==> src/include/icache_settings.svh <==
`ifndef ICACHE_SETTINGS_SVH
`define ICACHE_SETTINGS_SVH

// Fetch address and instruction word.
`define ICACHE_ADDR_W 32
`define ICACHE_DATA_W 32

// Cache geometry.
`define ICACHE_LINES 16
`define ICACHE_LINE_BYTES 16
`define ICACHE_BEATS (`ICACHE_LINE_BYTES / (`ICACHE_DATA_W / 8))

`endif

==> src/verilog/icache_addr_pkg.sv <==
`default_nettype none

`include "icache_settings.svh"

package icache_addr_pkg;

    localparam int OFFSET_W = $clog2(`ICACHE_LINE_BYTES);  // Byte within a line.
    localparam int INDEX_W  = $clog2(`ICACHE_LINES);
    localparam int TAG_W    = `ICACHE_ADDR_W - INDEX_W - OFFSET_W;

    typedef struct packed {
        logic [TAG_W-1:0]    tag;
        logic [INDEX_W-1:0]  index;
        logic [OFFSET_W-1:0] offset;
    } addr_fields_t;

    // Same fetch address, seen as one word or split for the lookup.
    typedef union packed {
        logic [`ICACHE_ADDR_W-1:0] word;
        addr_fields_t              fields;
    } fetch_addr_u;

endpackage

`default_nettype wire

==> src/verilog/icache_bus_pkg.sv <==
`default_nettype none

`include "icache_settings.svh"

package icache_bus_pkg;

    typedef struct packed {
        icache_addr_pkg::fetch_addr_u addr;
        logic                         is_fence;  // Set for fence.i, addr unused.
    } fetch_req_t;

    typedef struct packed {
        logic [`ICACHE_DATA_W-1:0] data;
        logic                      hit;
    } fetch_rsp_t;

    // Lowest address word sits in the lowest bits.
    typedef logic [`ICACHE_LINE_BYTES*8-1:0] line_t;

    typedef struct packed {
        logic [`ICACHE_ADDR_W-1:0] base;  // Line aligned.
    } fill_req_t;

endpackage

`default_nettype wire

==> src/verilog/fetch_req_port.sv <==
`timescale 1ns/1ns
`default_nettype none

module fetch_req_port (
    input  logic                         clk,
    input  logic                         rst,
    input  logic                         fetch_req,
    input  icache_addr_pkg::fetch_addr_u fetch_addr,
    input  logic                         fence_i,
    input  logic                         done,
    output logic                         pend,
    output icache_bus_pkg::fetch_req_t   pend_req
);

    import icache_bus_pkg::*;

    fetch_req_t next_req;
    logic       accept;

    // Fence wins when both strobes come together.
    always_comb begin
        next_req.addr     = fetch_addr;
        next_req.is_fence = fence_i;
    end

    // A new strobe may land in the same cycle that done retires the old one.
    assign accept = (fetch_req || fence_i) && (!pend || done);

    always_ff @(posedge clk or posedge rst) begin
        if (rst) begin
            pend <= 1'b0;
        end else if (accept) begin
            pend <= 1'b1;
        end else if (done) begin
            pend <= 1'b0;
        end
    end

    // Held steady for the whole refill.
    always_ff @(posedge clk) begin
        if (accept) begin
            pend_req <= next_req;
        end
    end

endmodule

`default_nettype wire

==> src/verilog/icache_core.sv <==
`timescale 1ns/1ns
`default_nettype none

`include "icache_settings.svh"

module icache_core (
    input  logic                       clk,
    input  logic                       rst,
    input  logic                       pend,
    input  icache_bus_pkg::fetch_req_t pend_req,
    output logic                       done,
    output logic                       rsp_valid,
    output icache_bus_pkg::fetch_rsp_t rsp,
    output logic                       fill_start,
    output icache_bus_pkg::fill_req_t  fill_req,
    input  logic                       fill_done,
    input  icache_bus_pkg::line_t      fill_line
);

    import icache_addr_pkg::*;
    import icache_bus_pkg::*;

    localparam int WORD_LSB = $clog2(`ICACHE_DATA_W / 8);
    localparam int SEL_W    = OFFSET_W - WORD_LSB;

    typedef enum logic [1:0] {
        IDLE,
        COMPARE,
        REFILL,
        FENCE
    } state_t;

    state_t state;

    logic [TAG_W-1:0]        tag_q   [`ICACHE_LINES];
    line_t                   data_q  [`ICACHE_LINES];
    logic [`ICACHE_LINES-1:0] valid_q;

    addr_fields_t             fld;
    logic [SEL_W-1:0]         word_sel;
    logic                     hit;
    line_t                    cur_line;

    assign fld      = pend_req.addr.fields;
    assign word_sel = fld.offset[OFFSET_W-1:WORD_LSB];
    assign cur_line = data_q[fld.index];
    assign hit      = valid_q[fld.index] && (tag_q[fld.index] == fld.tag);

    assign done = rsp_valid;  // Retires the pending request.

    always_ff @(posedge clk or posedge rst) begin
        if (rst) begin
            state      <= IDLE;
            rsp_valid  <= 1'b0;
            fill_start <= 1'b0;
            valid_q    <= '0;
        end else begin
            rsp_valid  <= 1'b0;
            fill_start <= 1'b0;
            case (state)
                IDLE: begin
                    // done still high means pend is about to drop or reload.
                    if (pend && !rsp_valid) begin
                        state <= pend_req.is_fence ? FENCE : COMPARE;
                    end
                end
                COMPARE: begin
                    if (hit) begin
                        rsp_valid <= 1'b1;
                        state     <= IDLE;
                    end else begin
                        fill_start <= 1'b1;
                        state      <= REFILL;
                    end
                end
                REFILL: begin
                    if (fill_done) begin
                        valid_q[fld.index] <= 1'b1;
                        rsp_valid          <= 1'b1;
                        state              <= IDLE;
                    end
                end
                FENCE: begin
                    valid_q   <= '0;  // Drops every line.
                    rsp_valid <= 1'b1;
                    state     <= IDLE;
                end
                default: state <= IDLE;
            endcase
        end
    end

    always_ff @(posedge clk) begin
        case (state)
            COMPARE: begin
                rsp.data      <= cur_line[word_sel*`ICACHE_DATA_W +: `ICACHE_DATA_W];
                rsp.hit       <= hit;
                fill_req.base <= {pend_req.addr.word[`ICACHE_ADDR_W-1:OFFSET_W],
                                  {OFFSET_W{1'b0}}};
            end
            REFILL: begin
                if (fill_done) begin
                    tag_q[fld.index]  <= fld.tag;
                    data_q[fld.index] <= fill_line;
                    // Answer straight from the fresh line.
                    rsp.data <= fill_line[word_sel*`ICACHE_DATA_W +: `ICACHE_DATA_W];
                    rsp.hit  <= 1'b0;
                end
            end
            FENCE: rsp <= '0;
            default: ;
        endcase
    end

endmodule

`default_nettype wire

==> src/verilog/line_fill_unit.sv <==
`timescale 1ns/1ns
`default_nettype none

`include "icache_settings.svh"

module line_fill_unit (
    input  logic                            clk,
    input  logic                            rst,
    input  logic                            fill_start,
    input  icache_bus_pkg::fill_req_t       fill_req,
    output logic                            fill_done,
    output icache_bus_pkg::line_t           fill_line,
    output logic                            mem_rd,
    output logic [`ICACHE_ADDR_W-1:0]       mem_addr,
    input  logic                            mem_rd_valid,
    input  logic [`ICACHE_DATA_W-1:0]       mem_rd_data
);

    import icache_bus_pkg::*;

    localparam int BEAT_W    = $clog2(`ICACHE_BEATS);
    localparam int BYTE_BITS = $clog2(`ICACHE_DATA_W / 8);

    fill_req_t         base_q;
    logic              busy;
    logic [BEAT_W-1:0] beat;
    logic [BEAT_W-1:0] beat_next;
    logic              start;
    logic              last_beat;

    assign start     = fill_start && !busy;
    assign beat_next = beat + BEAT_W'(1);
    assign last_beat = (beat == BEAT_W'(`ICACHE_BEATS - 1));

    always_ff @(posedge clk or posedge rst) begin
        if (rst) begin
            busy      <= 1'b0;
            beat      <= '0;
            mem_rd    <= 1'b0;
            fill_done <= 1'b0;
        end else begin
            mem_rd    <= 1'b0;
            fill_done <= 1'b0;
            if (start) begin
                busy   <= 1'b1;
                beat   <= '0;
                mem_rd <= 1'b1;
            end else if (busy && mem_rd_valid) begin
                if (last_beat) begin
                    busy      <= 1'b0;
                    fill_done <= 1'b1;
                end else begin
                    beat   <= beat_next;
                    mem_rd <= 1'b1;  // One read in flight at a time.
                end
            end
        end
    end

    always_ff @(posedge clk) begin
        if (start) begin
            base_q   <= fill_req;
            mem_addr <= fill_req.base;
        end else if (busy && mem_rd_valid) begin
            fill_line[beat*`ICACHE_DATA_W +: `ICACHE_DATA_W] <= mem_rd_data;
            mem_addr <= base_q.base + (`ICACHE_ADDR_W'(beat_next) << BYTE_BITS);
        end
    end

endmodule

`default_nettype wire

==> src/verilog/icache_top.sv <==
`timescale 1ns/1ns
`default_nettype none

`include "icache_settings.svh"

module icache_top (
    input  logic                         clk,
    input  logic                         rst,
    input  logic                         fetch_req,
    input  icache_addr_pkg::fetch_addr_u fetch_addr,
    input  logic                         fence_i,
    output logic                         fetch_valid,
    output icache_bus_pkg::fetch_rsp_t   fetch_rsp,
    output logic                         mem_rd,
    output logic [`ICACHE_ADDR_W-1:0]    mem_addr,
    input  logic                         mem_rd_valid,
    input  logic [`ICACHE_DATA_W-1:0]    mem_rd_data
);

    import icache_bus_pkg::*;

    logic       pend;
    fetch_req_t pend_req;
    logic       done;
    logic       fill_start;
    fill_req_t  fill_req;
    logic       fill_done;
    line_t      fill_line;

    fetch_req_port u_port (
        .clk        (clk),
        .rst        (rst),
        .fetch_req  (fetch_req),
        .fetch_addr (fetch_addr),
        .fence_i    (fence_i),
        .done       (done),
        .pend       (pend),
        .pend_req   (pend_req)
    );

    icache_core u_core (
        .clk        (clk),
        .rst        (rst),
        .pend       (pend),
        .pend_req   (pend_req),
        .done       (done),
        .rsp_valid  (fetch_valid),
        .rsp        (fetch_rsp),
        .fill_start (fill_start),
        .fill_req   (fill_req),
        .fill_done  (fill_done),
        .fill_line  (fill_line)
    );

    line_fill_unit u_fill (
        .clk          (clk),
        .rst          (rst),
        .fill_start   (fill_start),
        .fill_req     (fill_req),
        .fill_done    (fill_done),
        .fill_line    (fill_line),
        .mem_rd       (mem_rd),
        .mem_addr     (mem_addr),
        .mem_rd_valid (mem_rd_valid),
        .mem_rd_data  (mem_rd_data)
    );

endmodule

`default_nettype wire

==> config.mk <==
export PLATFORM = sky130hd
export DESIGN_NAME = icache_top
export DESIGN_NICKNAME = d
export VERILOG_FILES = /design/src/verilog/icache_addr_pkg.sv /design/src/verilog/icache_bus_pkg.sv /design/src/verilog/fetch_req_port.sv /design/src/verilog/icache_core.sv /design/src/verilog/line_fill_unit.sv /design/src/verilog/icache_top.sv
export VERILOG_INCLUDE_DIRS = /design/src /design/src/include
export SDC_FILE = /design/constraint.sdc
export NUM_CORES = 2
export LEC_CHECK = 0
export BUFFER_PORTS_ARGS = -buffer_cell sky130_fd_sc_hd__clkbuf_2
export CAP_MARGIN = 10
export CORE_MARGIN = 2
export CORE_UTILIZATION = 63
export DETAILED_ROUTE_END_ITERATION = 8
export HOLD_SLACK_MARGIN = 0.12
export MAX_ROUTING_LAYER = met4
export PLACE_DENSITY_LB_ADDON = 0.2
export SYNTH_ARGS = -nofsm -noshare
export SYNTH_HDL_FRONTEND = slang
export SYNTH_SLANG_ARGS = --single-unit
==> constraint.sdc <==
create_clock -name clk -period 15.9 [get_ports clk]
set_input_delay 1.59 -clock clk [delete_from_list [all_inputs] [get_ports clk]]
set_output_delay 1.59 -clock clk [all_outputs]
set_load 0.01 [all_outputs]
==> run metrics <==
outcome=finished, final reports clean; Worst-Skew Late Latency=approximately 920 ps; Final setup viols=0; DR iter-0 viols=6996; initial core utilization=63.5%; clk sinks=2740; TritonCTS clock tree=yes; Comb power frac=20.4%; internal power=around 14000 uW; sequential fraction of the synthesis area=78.3%; Main synth FF type=edfxtp_1; peak supply drop=between 0.0002 and 0.00025 V; WP data required=16500 ps; WL/cell=34.7 um; initial antenna violation count=19; vias in the first global route=between 40000 and 50000; Setup Skew=roughly 51 ps; hpwl dp=114000 um; Worst Hold Class=flip-flop to flip-flop; Antenna Violating Nets Remaining=0; share of power burned in registers=47.1%; Slowest-stage cell, CP=buf_4; setup_tns=0 ps; Reg area=between 80000 and 90000 um^2; routed vias=49000; final wirelength=245000 um; die height=~410 um; fin crit period=5610 ps; Crit path largest cell delay=870 ps; H-tree levels=5; Clock Path Buffers=4; crit path cell chain=buf_12 -> buf_4 -> buf_4 -> mux4_2 -> mux4_2 -> mux4_2 -> mux2i_1 -> nor2_1; Worst R2R Path Depth=8; cts bufs inserted=287; CP endpoint=u_core.rsp[14]$_DFFE_PP_; area of the multi-input gates=21800 um^2; final net count=4757; unrepaired setup endpoints after global routing=no; period utilization=35.3%; Fillers=between 9000 and 10000; Slew headroom=19.5%; share of layout cells above drive strength 1=between 20% and 30%; num rows=149; core box area=~170000 um^2; total track usage=30.4%; Max-Cap Viols=0; number of synthesized flops with an enable pin=2710; Critical Path Fanout Max=87; Mapped Area=around 100000 um^2; GPL Wtd Cong=0.781; worst-case hold slack=446 ps; Worst-Margin Slew=1200 ps; DRC errors left=0; number of hold buffers added after CTS=0; Leak=0.0370 uW; Post-synth ARST share=0.949%; hold path cells=0; Reg-to-Reg End=u_core.rsp[14]$_DFFE_PP_; port bufs=131; post-synth cell types=between 50 and 60; FMAX=~0.18 GHz; DP Cell Count=6582; Sw Share=26.9%; average cell area after synthesis=roughly 24 um^2; flops & latches, synth=2740; grt ovf=0; clock power share=32.5%; most common cell after layout, fill and taps aside=edfxtp_1; Power Total=19100 uW; Area Growth Syn to Fin=11.4%; IO Pins=136; reg-to-reg slack, setup=10290 ps; largest net degree at the start of global routing=128; Syn Inst Count=4388; crit end category=flip-flop; detailed-router iteration count before antenna repair=5; CP most frequent cell=mux4_2; full die area=170000 um^2; Net Sw Power=5150 uW; Post-CTS Repair Setup Buffers=0; Worst EP arrival=6210 ps; Reg clk slew, reported paths=~60 ps; number of vias per cell=6.92; critical setup path kind=flip-flop to flip-flop; PwrDens=164 nW/um^2; CP Launch Type=flip-flop; final hold vios=0; Post-Layout Cell Count=a little over 7000; synth warn=0; most frequent cells in the layout=2710 x edfxtp_1, 782 x mux4_2, 291 x clkbuf_16; CTS Root Cell=clkbuf_16; global-route wire length before repair=349000 um; Final Max Tran Viols=0; cts repair resizes=0; die width=412 um
==> routing by layer <==
layer	global-route usage, %	vias to the layer above	share of wire [%]
met5	-	-	0
met4	9.13	0	2.8
met3	8.31	452	12
met2	45.9	3125	49
met1	41.3	26100	37
li1	-	19300	-
==> Yosys cell counts (3+ instances only) <==
master    count  area (um^2)
xor2_1        5         43.8
a21o_1        3         22.5
dfxtp_1       4         80.1
dfrtp_1      26          651
a211oi_1      8         60.1
nand2b_1      9         56.3
mux4_2      782        17600
buf_4        15          113
nor2b_1      10         62.6
mux2_2       13          146
nand3_1       7         35.0
inv_1        13         48.8
o31ai_1       5         37.5
a31oi_1       5         31.3
edfxtp_1   2710        81400
and2_1      132          826
nor3_1       13         65.1
nor2_1       95          357
clkbuf_1    104          390
mux2i_1     101         1010
a22oi_1       7         52.6
buf_1        29          109
and3_1        6         37.5
o21ai_0      13         65.1
ha_1          6         75.1
nor3b_1       3         22.5
o211ai_1      6         45.0
nand2_1     109          409
buf_6        10          113
a21oi_1       9         45.0
xnor2_1       8         70.1
a22o_1        7         61.3
a32oi_1       5         43.8
a221oi_1      5         43.8
buf_2        66          330
o22ai_1       9         56.3
a221o_1       3         30.0
==> through the flow <==
stage	utilization, %	instance area (um^2)	setup slack [ps]
6_report	70.7	117000	10290
5_1_grt	70.7	117000	9840
4_1_cts	70.7	117000	10130
3_5_place_dp	65.6	108000	10170
3_3_place_gp	65.6	108000	10200
2_1_floorplan	-	105000	3570
==> worst max-delay path: cells and delay by family (launching register included) <==
| kind | cells | cell delay (ps) |
|---|---|---|
| AND/OR/NAND/NOR | 1 | 100 |
| buffers and inverters | 3 | 2280 |
| multiplexers | 4 | 1820 |
| flip-flops | 1 | 800 |
==> area by class of cell <==
class / count / share of cell area [%]
Clock buffer: 351 / 6.42
Multi-Input combinational cell: 1409 / 18.7
Antenna cell: 16 / 0.0343
Timing Repair Buffer: 228 / 1.33
Inverter: 16 / 0.0578
Tap cell: 2189 / 2.34
Clock inverter: 121 / 0.868
Sequential cell: 2740 / 70.3
==> power groups by stage <==
stage	clock network, uW	logic (uW)	registers [uW]
finish	6220	3890	9010
global route	6560	4100	9070
CTS	6300	3910	9000
detailed placement	0	3870	9150
global placement	0	3840	9120
floorplan	0	2790	8920
==> worst min path at each step <==
stage	slack, ps	endpoint	startpoint
finish	450	u_fill.base_q[28]$_DFFE_PP_	u_core.fill_req[28]$_DFFE_PP_
global route	460	u_fill.base_q[7]$_DFFE_PP_	u_core.fill_req[7]$_DFFE_PP_
CTS	430	u_fill.base_q[6]$_DFFE_PP_	u_core.fill_req[6]$_DFFE_PP_
detailed placement	430	u_fill.base_q[27]$_DFFE_PP_	u_core.fill_req[27]$_DFFE_PP_
global placement	430	u_fill.base_q[21]$_DFFE_PP_	u_core.fill_req[21]$_DFFE_PP_
floorplan	420	u_core.fill_req[7]$_DFFE_PP_	u_port.pend_req[8]$_DFFE_PP_
==> kinds of logic after synthesis <==
| group | share of synthesized area [%] |
|---|---|
| XOR/XNOR | 0.109 |
| buffers and inverters | 1.06 |
| AND/OR/NAND/NOR | 1.85 |
| adder cells (fa/ha/maj) | 0.0716 |
| AO/OA/AOI/OAI | 0.669 |
| flip-flops | 78.3 |
| other | 0.00358 |
| multiplexers | 17.9 |
==> state kept, by name, indices dropped and copies added (netlist names), 2 cells and up, named ones only <==
signal	cells
u_core.data_q	2048
u_core.tag_q	384
u_fill.fill_line	128
u_core.rsp	33
u_port.pend_req	31
u_fill.mem_addr	30
u_core.fill_req	28
u_fill.base_q	28
u_core.valid_q	16
u_core.state	2
u_fill.beat	2
Power figures use the tool's default switching activity.
